`config.mk`:
```
export PLATFORM = sky130hd
export DESIGN_NAME = ex_stage
export DESIGN_NICKNAME = d
export VERILOG_FILES = /design/src/ex_op_pkg.sv /design/src/ex_data_pkg.sv /design/src/ex_res_if.sv /design/src/ex_alu.sv /design/src/ex_mult.sv /design/src/ex_wb_reg.sv /design/src/ex_fwd_ctrl.sv /design/src/ex_stage.sv
export VERILOG_INCLUDE_DIRS = /design/src
export SDC_FILE = /design/constraint.sdc
export NUM_CORES = 2
export LEC_CHECK = 0
export BUFFER_PORTS_ARGS = -buffer_cell sky130_fd_sc_hd__buf_2
export CAP_MARGIN = 20
export CORE_ASPECT_RATIO = 2
export CORE_MARGIN = 8
export CORE_UTILIZATION = 45
export CTS_BUF_LIST = sky130_fd_sc_hd__clkbuf_8
export DETAILED_ROUTE_END_ITERATION = 6
export GPL_ROUTABILITY_DRIVEN = 0
export GPL_TIMING_DRIVEN = 0
export PLACE_DENSITY = 0.67
export REMOVE_ABC_BUFFERS = 1
export SYNTH_ARGS = -nofsm -noshare
export SYNTH_HDL_FRONTEND = slang
export SYNTH_SLANG_ARGS = --single-unit
```
`constraint.sdc`:
```
create_clock -name clk -period 11.15 [get_ports clk]
set_clock_uncertainty 0.05 [all_clocks]
set_input_delay 0.5575 -clock clk [delete_from_list [all_inputs] [get_ports clk]]
set_output_delay 0.5575 -clock clk [all_outputs]
set_load 0.01 [all_outputs]
```
`src/ex_cfg.svh`:
```
`ifndef EX_CFG_SVH
`define EX_CFG_SVH

////////////////////////////////////////
// Execute stage sizing
////////////////////////////////////////

// Datapath word width
`define EX_XLEN 32

// Register file address width
// Six bits leave room for registers past the 32 integer ones
`define EX_RADDR_W 6

// One lane of a halfword vector operation
// Two lanes must fill exactly one word
`define EX_HALF_W 16

`endif

```
`src/ex_op_pkg.sv`:
```
package ex_op_pkg;

  ////////////////////////////////////////
  // ALU operators
  ////////////////////////////////////////

  // Arithmetic, logic and shifts first, then set-less-than, then branch compares
  typedef enum logic [3:0] {
    ALU_ADD  = 4'h0,
    ALU_SUB  = 4'h1,
    ALU_AND  = 4'h2,
    ALU_OR   = 4'h3,
    ALU_XOR  = 4'h4,
    ALU_SLL  = 4'h5,
    ALU_SRL  = 4'h6,
    ALU_SRA  = 4'h7,
    ALU_SLT  = 4'h8,
    ALU_SLTU = 4'h9,
    ALU_EQ   = 4'hA,
    ALU_NE   = 4'hB,
    ALU_LT   = 4'hC,
    ALU_GE   = 4'hD,
    ALU_LTU  = 4'hE,
    ALU_GEU  = 4'hF
  } alu_op_e;

  ////////////////////////////////////////
  // Multiplier operators
  ////////////////////////////////////////

  // Low product, low product plus c, high product
  typedef enum logic [1:0] {
    MULT_MUL  = 2'd0,
    MULT_MAC  = 2'd1,
    MULT_MULH = 2'd2
  } mult_op_e;

  // Signedness of operand a and operand b for the high product
  typedef enum logic [1:0] {
    MULT_UU = 2'd0,
    MULT_SU = 2'd1,
    MULT_SS = 2'd2
  } mult_sign_e;

  // ALU vector mode
  typedef enum logic {
    VEC_WORD = 1'b0,
    VEC_HALF = 1'b1
  } vec_mode_e;

endpackage

```
`src/ex_data_pkg.sv`:
```
`include "ex_cfg.svh"

package ex_data_pkg;

  // Two halfword lanes, high lane in the upper bits
  typedef struct packed {
    logic [`EX_HALF_W-1:0] hi;
    logic [`EX_HALF_W-1:0] lo;
  } half_pair_t;

  // One operand word
  // Word mode reads it whole, half mode reads the two lanes
  typedef union packed {
    logic [`EX_XLEN-1:0] word;
    half_pair_t          half;
  } ex_word_u;

  // Register file address
  typedef logic [`EX_RADDR_W-1:0] reg_addr_t;

endpackage

```
`src/ex_res_if.sv`:
```
`timescale 1ns/10ps
`include "ex_cfg.svh"

interface ex_res_if;

  // ALU result and comparison bit
  logic [`EX_XLEN-1:0] alu_result;
  logic                alu_cmp;

  // Multiplier result and status
  logic [`EX_XLEN-1:0] mult_result;
  logic                mult_ready;
  logic                mult_multicycle;

  // Stage ready, fed back to the multiplier
  logic                ex_ready;

  modport alu_mp (
    output alu_result,
    output alu_cmp
  );

  modport mult_mp (
    input  ex_ready,
    output mult_result,
    output mult_ready,
    output mult_multicycle
  );

  modport ctrl_mp (
    input  alu_result,
    input  mult_result,
    input  mult_ready,
    output ex_ready
  );

endinterface

```
`src/ex_alu.sv`:
```
`timescale 1ns/10ps
`include "ex_cfg.svh"

module ex_alu import ex_op_pkg::*, ex_data_pkg::*; (
  input  logic      clk,
  input  logic      rst_n,
  input  logic      enable_i,
  input  alu_op_e   operator_i,
  input  vec_mode_e vec_mode_i,
  input  ex_word_u  operand_a_i,
  input  ex_word_u  operand_b_i,
  ex_res_if.alu_mp  res
);

  localparam int SHAMT_W = $clog2(`EX_XLEN);

  logic                is_sub;
  ex_word_u            addsub;
  logic [SHAMT_W-1:0]  shamt;
  logic                lt_s;
  logic                lt_u;
  logic                eq;
  logic                cmp;
  logic [`EX_XLEN-1:0] result;

  ////////////////////////////////////////
  // Adder
  ////////////////////////////////////////

  assign is_sub = (operator_i == ALU_SUB);

  // Half mode keeps the lanes apart, no carry or borrow crosses lane 0
  always_comb begin
    if (vec_mode_i == VEC_HALF) begin
      if (is_sub) begin
        addsub.half.hi = operand_a_i.half.hi - operand_b_i.half.hi;
        addsub.half.lo = operand_a_i.half.lo - operand_b_i.half.lo;
      end else begin
        addsub.half.hi = operand_a_i.half.hi + operand_b_i.half.hi;
        addsub.half.lo = operand_a_i.half.lo + operand_b_i.half.lo;
      end
    end else begin
      addsub.word = is_sub ? operand_a_i.word - operand_b_i.word
                           : operand_a_i.word + operand_b_i.word;
    end
  end

  ////////////////////////////////////////
  // Comparator
  ////////////////////////////////////////

  assign lt_s = $signed(operand_a_i.word) < $signed(operand_b_i.word);
  assign lt_u = operand_a_i.word < operand_b_i.word;
  assign eq   = (operand_a_i.word == operand_b_i.word);

  // Set-less-than and branch compares share the same flags
  always_comb begin
    case (operator_i)
      ALU_SLT, ALU_LT:   cmp = lt_s;
      ALU_SLTU, ALU_LTU: cmp = lt_u;
      ALU_EQ:            cmp = eq;
      ALU_NE:            cmp = ~eq;
      ALU_GE:            cmp = ~lt_s;
      ALU_GEU:           cmp = ~lt_u;
      default:           cmp = 1'b0;
    endcase
  end

  // Shift amount from the low bits of b
  assign shamt = operand_b_i.word[SHAMT_W-1:0];

  // Result select, compares give the zero-extended flag
  always_comb begin
    case (operator_i)
      ALU_ADD, ALU_SUB: result = addsub.word;
      ALU_AND:          result = operand_a_i.word & operand_b_i.word;
      ALU_OR:           result = operand_a_i.word | operand_b_i.word;
      ALU_XOR:          result = operand_a_i.word ^ operand_b_i.word;
      ALU_SLL:          result = operand_a_i.word << shamt;
      ALU_SRL:          result = operand_a_i.word >> shamt;
      ALU_SRA:          result = $unsigned($signed(operand_a_i.word) >>> shamt);
      default:          result = {{(`EX_XLEN-1){1'b0}}, cmp};
    endcase
  end

  assign res.alu_result = result;
  assign res.alu_cmp    = cmp;

  // Decoder upstream must present a clean operator whenever the ALU is used
  a_op_known: assert property (
    @(posedge clk) disable iff (!rst_n)
    enable_i |-> !$isunknown(operator_i)
  ) else $error("ALU enabled with unknown operator");

endmodule

```
`src/ex_mult.sv`:
```
`timescale 1ns/10ps
`include "ex_cfg.svh"

module ex_mult import ex_op_pkg::*; (
  input  logic                clk,
  input  logic                rst_n,
  input  logic                enable_i,
  input  mult_op_e            operator_i,
  input  mult_sign_e          signed_mode_i,
  input  logic [`EX_XLEN-1:0] op_a_i,
  input  logic [`EX_XLEN-1:0] op_b_i,
  input  logic [`EX_XLEN-1:0] op_c_i,
  ex_res_if.mult_mp           res
);

  typedef enum logic {
    MULT_IDLE   = 1'b0,
    MULT_FINISH = 1'b1
  } mult_state_e;

  mult_state_e                state_q;
  mult_state_e                state_d;
  logic                       sign_a;
  logic                       sign_b;
  logic                       start_high;
  logic signed [`EX_XLEN:0]   a_ext;
  logic signed [`EX_XLEN:0]   b_ext;
  logic signed [2*`EX_XLEN+1:0] prod_full;
  logic [2*`EX_XLEN-1:0]      prod_q;
  logic [`EX_XLEN-1:0]        prod_lo;
  logic [`EX_XLEN-1:0]        result;

  ////////////////////////////////////////
  // High product, 33x33 signed
  ////////////////////////////////////////

  // SU treats a as signed and b as unsigned
  assign sign_a = (signed_mode_i != MULT_UU);
  assign sign_b = (signed_mode_i == MULT_SS);

  assign a_ext     = {sign_a & op_a_i[`EX_XLEN-1], op_a_i};
  assign b_ext     = {sign_b & op_b_i[`EX_XLEN-1], op_b_i};
  assign prod_full = a_ext * b_ext;

  // Low product is the same for every signedness
  assign prod_lo = op_a_i * op_b_i;

  // New high multiply only from idle
  assign start_high = enable_i & (operator_i == MULT_MULH) & (state_q == MULT_IDLE);

  always_comb begin
    state_d = state_q;
    case (state_q)
      MULT_IDLE:   if (start_high) state_d = MULT_FINISH;
      // Hold the finished product until the stage moves on
      MULT_FINISH: if (res.ex_ready) state_d = MULT_IDLE;
      default:     state_d = MULT_IDLE;
    endcase
  end

  always_ff @(posedge clk or negedge rst_n) begin
    if (!rst_n) begin
      state_q <= MULT_IDLE;
    end else begin
      state_q <= state_d;
    end
  end

  always_ff @(posedge clk) begin
    if (start_high) begin
      prod_q <= prod_full[2*`EX_XLEN-1:0];
    end
  end

  // Finish state wins, otherwise low or accumulate in the same cycle
  always_comb begin
    if (state_q == MULT_FINISH) begin
      result = prod_q[2*`EX_XLEN-1:`EX_XLEN];
    end else if (operator_i == MULT_MAC) begin
      result = prod_lo + op_c_i;
    end else begin
      result = prod_lo;
    end
  end

  assign res.mult_result     = result;
  assign res.mult_ready      = ~start_high;
  assign res.mult_multicycle = start_high;

  // Stage ready seen in finish always releases the held product
  a_finish_release: assert property (
    @(posedge clk) disable iff (!rst_n)
    (state_q == MULT_FINISH) && res.ex_ready |=> (state_q == MULT_IDLE)
  ) else $error("Multiplier stayed in finish after ex_ready");

endmodule

```
`src/ex_wb_reg.sv`:
```
`timescale 1ns/10ps
`include "ex_cfg.svh"

module ex_wb_reg import ex_data_pkg::*; (
  input  logic                clk,
  input  logic                rst_n,
  input  logic                ex_valid_i,
  input  logic                wb_ready_i,
  input  logic                regfile_we_i,
  input  reg_addr_t           regfile_waddr_i,
  input  logic [`EX_XLEN-1:0] lsu_rdata_i,
  output logic                regfile_we_wb_o,
  output reg_addr_t           regfile_waddr_wb_o,
  output logic [`EX_XLEN-1:0] regfile_wdata_wb_o
);

  ////////////////////////////////////////
  // Load write port register
  ////////////////////////////////////////

  // Valid already implies write-back is ready
  // An empty slot with write-back ready drains the old write
  always_ff @(posedge clk or negedge rst_n) begin
    if (!rst_n) begin
      regfile_we_wb_o <= 1'b0;
    end else if (ex_valid_i) begin
      regfile_we_wb_o <= regfile_we_i;
    end else if (wb_ready_i) begin
      regfile_we_wb_o <= 1'b0;
    end
  end

  // Address only moves with a real write
  always_ff @(posedge clk) begin
    if (ex_valid_i && regfile_we_i) begin
      regfile_waddr_wb_o <= regfile_waddr_i;
    end
  end

  // Load data arrives in the write-back cycle itself
  assign regfile_wdata_wb_o = lsu_rdata_i;

  // Write-back stall blocks ex_valid in the controller, so the slot must hold
  a_hold_on_stall: assert property (
    @(posedge clk) disable iff (!rst_n)
    !wb_ready_i |=> $stable(regfile_we_wb_o) && $stable(regfile_waddr_wb_o)
  ) else $error("EX/WB register changed during write-back stall");

endmodule

```
`src/ex_fwd_ctrl.sv`:
```
`timescale 1ns/10ps
`include "ex_cfg.svh"

module ex_fwd_ctrl import ex_data_pkg::*; (
  input  logic                alu_en_i,
  input  logic                mult_en_i,
  input  logic                csr_access_i,
  input  logic                lsu_en_i,
  input  logic                lsu_ready_ex_i,
  input  logic                wb_ready_i,
  input  logic                branch_in_ex_i,
  input  logic                regfile_alu_we_i,
  input  reg_addr_t           regfile_alu_waddr_i,
  input  logic [`EX_XLEN-1:0] csr_rdata_i,
  ex_res_if.ctrl_mp           res,
  output logic                regfile_alu_we_fw_o,
  output reg_addr_t           regfile_alu_waddr_fw_o,
  output logic [`EX_XLEN-1:0] regfile_alu_wdata_fw_o,
  output logic                ex_ready_o,
  output logic                ex_valid_o
);

  logic any_en;
  logic units_ready;

  ////////////////////////////////////////
  // Forwarding write port
  ////////////////////////////////////////

  assign regfile_alu_we_fw_o    = regfile_alu_we_i;
  assign regfile_alu_waddr_fw_o = regfile_alu_waddr_i;

  // CSR beats multiplier beats ALU
  always_comb begin
    if (csr_access_i) begin
      regfile_alu_wdata_fw_o = csr_rdata_i;
    end else if (mult_en_i) begin
      regfile_alu_wdata_fw_o = res.mult_result;
    end else begin
      regfile_alu_wdata_fw_o = res.alu_result;
    end
  end

  ////////////////////////////////////////
  // Stall logic
  ////////////////////////////////////////

  assign any_en      = alu_en_i | mult_en_i | csr_access_i | lsu_en_i;
  assign units_ready = res.mult_ready & lsu_ready_ex_i & wb_ready_i;

  // A branch resolves here and never needs write-back
  assign ex_ready_o = units_ready | branch_in_ex_i;
  // Valid goes forward only, so it ignores the branch bypass
  assign ex_valid_o = any_en & units_ready;

  assign res.ex_ready = ex_ready_o;

endmodule

```
`src/ex_stage.sv`:
```
`timescale 1ns/10ps
`include "ex_cfg.svh"

module ex_stage import ex_op_pkg::*, ex_data_pkg::*; (
  input  logic                clk,
  input  logic                rst_n,
  // ALU
  input  alu_op_e             alu_operator_i,
  input  vec_mode_e           alu_vec_mode_i,
  input  logic [`EX_XLEN-1:0] alu_operand_a_i,
  input  logic [`EX_XLEN-1:0] alu_operand_b_i,
  input  logic [`EX_XLEN-1:0] alu_operand_c_i,
  input  logic                alu_en_i,
  // Multiplier
  input  mult_op_e            mult_operator_i,
  input  mult_sign_e          mult_signed_mode_i,
  input  logic [`EX_XLEN-1:0] mult_operand_a_i,
  input  logic [`EX_XLEN-1:0] mult_operand_b_i,
  input  logic [`EX_XLEN-1:0] mult_operand_c_i,
  input  logic                mult_en_i,
  output logic                mult_multicycle_o,
  // LSU, CSR and register writes
  input  logic                lsu_en_i,
  input  logic [`EX_XLEN-1:0] lsu_rdata_i,
  input  logic                csr_access_i,
  input  logic [`EX_XLEN-1:0] csr_rdata_i,
  input  logic                branch_in_ex_i,
  input  logic                regfile_alu_we_i,
  input  reg_addr_t           regfile_alu_waddr_i,
  input  logic                regfile_we_i,
  input  reg_addr_t           regfile_waddr_i,
  // Load write port
  output logic                regfile_we_wb_o,
  output reg_addr_t           regfile_waddr_wb_o,
  output logic [`EX_XLEN-1:0] regfile_wdata_wb_o,
  // Forwarding write port
  output logic                regfile_alu_we_fw_o,
  output reg_addr_t           regfile_alu_waddr_fw_o,
  output logic [`EX_XLEN-1:0] regfile_alu_wdata_fw_o,
  // Branch outcome to fetch
  output logic [`EX_XLEN-1:0] jump_target_o,
  output logic                branch_decision_o,
  // Stall control
  input  logic                lsu_ready_ex_i,
  input  logic                wb_ready_i,
  output logic                ex_ready_o,
  output logic                ex_valid_o
);

  ex_res_if res ();

  assign branch_decision_o = res.alu_cmp;
  assign jump_target_o     = alu_operand_c_i;
  assign mult_multicycle_o = res.mult_multicycle;

  ////////////////////////////////////////
  // Units
  ////////////////////////////////////////

  ex_alu u_alu (
    .clk         (clk),
    .rst_n       (rst_n),
    .enable_i    (alu_en_i),
    .operator_i  (alu_operator_i),
    .vec_mode_i  (alu_vec_mode_i),
    .operand_a_i (alu_operand_a_i),
    .operand_b_i (alu_operand_b_i),
    .res         (res.alu_mp)
  );

  ex_mult u_mult (
    .clk           (clk),
    .rst_n         (rst_n),
    .enable_i      (mult_en_i),
    .operator_i    (mult_operator_i),
    .signed_mode_i (mult_signed_mode_i),
    .op_a_i        (mult_operand_a_i),
    .op_b_i        (mult_operand_b_i),
    .op_c_i        (mult_operand_c_i),
    .res           (res.mult_mp)
  );

  ////////////////////////////////////////
  // Write ports and stall control
  ////////////////////////////////////////

  ex_wb_reg u_wb_reg (
    .clk                (clk),
    .rst_n              (rst_n),
    .ex_valid_i         (ex_valid_o),
    .wb_ready_i         (wb_ready_i),
    .regfile_we_i       (regfile_we_i),
    .regfile_waddr_i    (regfile_waddr_i),
    .lsu_rdata_i        (lsu_rdata_i),
    .regfile_we_wb_o    (regfile_we_wb_o),
    .regfile_waddr_wb_o (regfile_waddr_wb_o),
    .regfile_wdata_wb_o (regfile_wdata_wb_o)
  );

  ex_fwd_ctrl u_fwd_ctrl (
    .alu_en_i               (alu_en_i),
    .mult_en_i              (mult_en_i),
    .csr_access_i           (csr_access_i),
    .lsu_en_i               (lsu_en_i),
    .lsu_ready_ex_i         (lsu_ready_ex_i),
    .wb_ready_i             (wb_ready_i),
    .branch_in_ex_i         (branch_in_ex_i),
    .regfile_alu_we_i       (regfile_alu_we_i),
    .regfile_alu_waddr_i    (regfile_alu_waddr_i),
    .csr_rdata_i            (csr_rdata_i),
    .res                    (res.ctrl_mp),
    .regfile_alu_we_fw_o    (regfile_alu_we_fw_o),
    .regfile_alu_waddr_fw_o (regfile_alu_waddr_fw_o),
    .regfile_alu_wdata_fw_o (regfile_alu_wdata_fw_o),
    .ex_ready_o             (ex_ready_o),
    .ex_valid_o             (ex_valid_o)
  );

endmodule

```
==> qor.yml <==
status:
  status: "finished with violations"
  failed_checks: "design-rule violations"
placement:
  dpl_worst_slack_ns: -0.727
  place.detailed.hpwl_um: 186000
  io_buffers: 259
critical_path:
  critPathArrivalTime_ns: 10.23
  crit_required_ns: 10.54
  crit_path_end_kind: "primary output"
  critPathMaxFanout: 33
  slowest_delay_ns: 0.82
  setup.reg_to_reg.worst_slack_ns: 8.67
  worst_setup_path_start_kind: "input pin"
  logic_depth_of_the_worst_register_to_register_path: 7
  critPathKind: "input pin to primary output"
  cell_repeated_most_along_the_worst_path: "sky130_fd_sc_hd__fa_1"
  regToRegEndpoint: "u_wb_reg.regfile_we_wb_o"
  cpMaxStageDelayCell: "sky130_fd_sc_hd__buf_2"
  timing.rr.start: "u_mult.state_q"
cts:
  clock_sinks: 40
  cts.clk_slew.worst_paths_ns: 0.09
  cts_tree: "built"
  postCtsSetupRepairBufs: 0
  tritoncts.num_buffers: 5
  clock_insertion_delay_worst_skew_ns: 0.31
  clock_tree.buffer_depth: 2
  htreeDepth: 2
  ctsRootBufferMaster: "sky130_fd_sc_hd__clkbuf_8"
min_path:
  worstHoldPathCells: 1
  worst_hold_startpoint: "regfile_waddr_i[2]"
  timing.hold.worst.class: "input pin to flip-flop"
  whs_endpoint: "u_wb_reg.regfile_waddr_wb_o[2]"
grt:
  global_route.usage.total: 0.311
  first_global_vias: 58100
  grt_antenna_before_repair: 19
  largest_net_degree_at_the_start_of_global_routing: 76
  grt_first_pass_wirelength_um: 354000
  grt_overflow: 0
timing:
  slew_viol_final: 0
  period_share: 0.972
  fmax_ghz: 0.0923
  final.min_clock_period_ns: 10.84
  worst-slew-pin-transition_ns: 1.48
  headroom_to_the_max_slew_limit: 0.0148
  report.final.hold_viol_count: 0
  rsz0062_at_grt: "yes"
  post-route-worst-setup-slack_ns: 0.310
  report.final.setup_viol: 0
flow_run:
  max_cap_violations: 0
final_layout:
  nNetsFinal: 9254
  multi_input_comb_area_um2: 54900
  layout-drive-gt1-share: 0.0657
  area.growth.synth_to_final_pct: 4.57
  fill_cells: 13600
  flip_flop_and_latch_area_um2: 1190
route:
  route.detailed.vias_per_inst: 5.91
  number_of_antenna_violating_nets_in_the_routed_design: 0
  vias: 52200
  drt-wirelength-per-cell_um: 27.1
  first_drt_pass_iteration_count: 7
  remaining_drc_errors: 26
  dr.first_iter.drc_count: 4059
  total_routed_wirelength_um: 239000
floorplan:
  die_width_um: 282
  initial_cell_density_of_the_core: 0.453
  core.rowCount: 195
  ios: 402
  placeableCoreArea_um2: 141000
  fp.dieH_um: 548
  area_enclosed_by_the_die_boundary_um2: 155000
synthesis:
  synth_most_common_cell: "sky130_fd_sc_hd__inv_1"
  post-synth-top-area-cell: "sky130_fd_sc_hd__fa_1"
  synth_flop_cell: "sky130_fd_sc_hd__edfxtp_1"
  post_synth_instance_area_um2: 63700
  synth_async_sr_flop_share: 0.0500
  synth_sequential_area_ratio: 0.0187
  yosys_warnings: 0
  number_of_enable_flip_flop_cells_after_synthesis: 38
  ys_top_cells_by_area: "sky130_fd_sc_hd__fa_1 (48%), sky130_fd_sc_hd__ha_1 (9.6%), sky130_fd_sc_hd__inv_1 (9.4%)"
  postSynthCellCount: 7030
  synth_largest_type_area_fraction: 0.483
  post_synth.cell_area_avg_um2: 9.06
  ys_seq_elements: 40
  synth_commonest_cells: "sky130_fd_sc_hd__inv_1 (1590), sky130_fd_sc_hd__fa_1 (1537), sky130_fd_sc_hd__nand2_1 (772)"
  ys_types: 85
worst max-delay path: cells and delay by family:
kind	cells	cell delay, ns
buf+inv	4	1.17
compound gates	11	2.88
simple gates	6	1.15
fa+ha+maj	10	4.01
xor+xnor	2	0.44
kinds of logic after synthesis:
kind of cell	count (synthesis)	share of synthesized area
buf+inv	1996	0.122
fa+ha+maj	2028	0.579
flops	40	0.0187
xor+xnor	242	0.0333
simple gates	1749	0.132
compound gates	874	0.0888
mux	101	0.0264
metal layers:
layer | global-route usage | up-vias | share of wire
met5 | 0.00545 | - | 0.00058
met4 | 0.275 | 10 | 0.12
met3 | 0.0676 | 1314 | 0.086
met2 | 0.541 | 3189 | 0.50
met1 | 0.308 | 26400 | 0.30
li1 | - | 21300 | -
flip-flops by register name, summed over array words and instances, names as in the netlist:
register                     flops
u_wb_reg.regfile_we_wb_o         1
u_mult.prod_q                   32
u_wb_reg.regfile_waddr_wb_o      6
u_mult.state_q                   1
cell type report:
cell class              instances  area share
multi-input cells            4994       0.823
inverters                    1592      0.0897
well taps                    1871      0.0351
repair buffers                305      0.0316
flip-flops and latches         40      0.0179
clock buffers                   5     0.00103
clock inverters                 3    0.000695
diodes                         16    0.000601
cells in the final DEF, fill, tap and decap left out, types with 43 or more instances in the layout:
| cell | Yosys | layout |
|---|---|---|
| sky130_fd_sc_hd__o21ai_0 | 202 | 198 |
| sky130_fd_sc_hd__xnor2_1 | 189 | 189 |
| sky130_fd_sc_hd__a21o_1 | 68 | 68 |
| sky130_fd_sc_hd__a21oi_1 | 239 | 239 |
| sky130_fd_sc_hd__or2_2 | 43 | 43 |
| sky130_fd_sc_hd__mux2i_1 | 43 | 43 |
| sky130_fd_sc_hd__ha_1 | 491 | 491 |
| sky130_fd_sc_hd__nor2_1 | 221 | 219 |
| sky130_fd_sc_hd__mux4_2 | 53 | 53 |
| sky130_fd_sc_hd__inv_1 | 1590 | 1590 |
| sky130_fd_sc_hd__xor2_1 | 53 | 53 |
| sky130_fd_sc_hd__nand2_1 | 772 | 770 |
| sky130_fd_sc_hd__nor3_1 | 59 | 57 |
| sky130_fd_sc_hd__a211oi_1 | 49 | 47 |
| sky130_fd_sc_hd__fa_1 | 1537 | 1537 |
| sky130_fd_sc_hd__and2_1 | 460 | 460 |
| sky130_fd_sc_hd__buf_2 | 7 | 237 |
| sky130_fd_sc_hd__nand3_1 | 45 | 45 |
through the flow:
stage          cell area [µm²]  std cells  hold slack [ns]  setup TNS, ns  utilization
4_1_cts                  66400       8801            0.342              0        0.472
6_report                 66600       8826            0.365              0        0.473
2_1_floorplan            61900       6626            0.212              0            -
3_5_place_dp             66200       8792            0.297          -3.53        0.470
3_3_place_gp             65600       8756            0.295          -6.46        0.466
5_1_grt                  66600       8812            0.349        -0.0437        0.473
what timing repair did:
item                                    CTS  global route
hold buffers                              1             0
resized for setup                        28            19
endpoints found under the hold margin     2             0
endpoints found under the setup margin    8             8
pin swaps                                 0             1
how the worst max path moves through the flow:
stage / from / end / slack [ns] / cells after the start
after floorplan: mult_operand_a_i[16] / regfile_alu_wdata_fw_o[31] / 1.81 / 32
after detailed placement: mult_operand_a_i[14] / regfile_alu_wdata_fw_o[29] / -0.73 / 34
after CTS: mult_operand_b_i[5] / regfile_alu_wdata_fw_o[31] / 0.05 / 34
final: mult_operand_a_i[0] / regfile_alu_wdata_fw_o[28] / 0.31 / 33
after global routing: mult_operand_a_i[13] / regfile_alu_wdata_fw_o[31] / -0.04 / 36
after global placement: mult_operand_a_i[13] / regfile_alu_wdata_fw_o[29] / -0.82 / 34
Power is left out: the tool's default activity adds up to more than one toggle a clock period on the data nets, which glitch-free logic cannot reach.
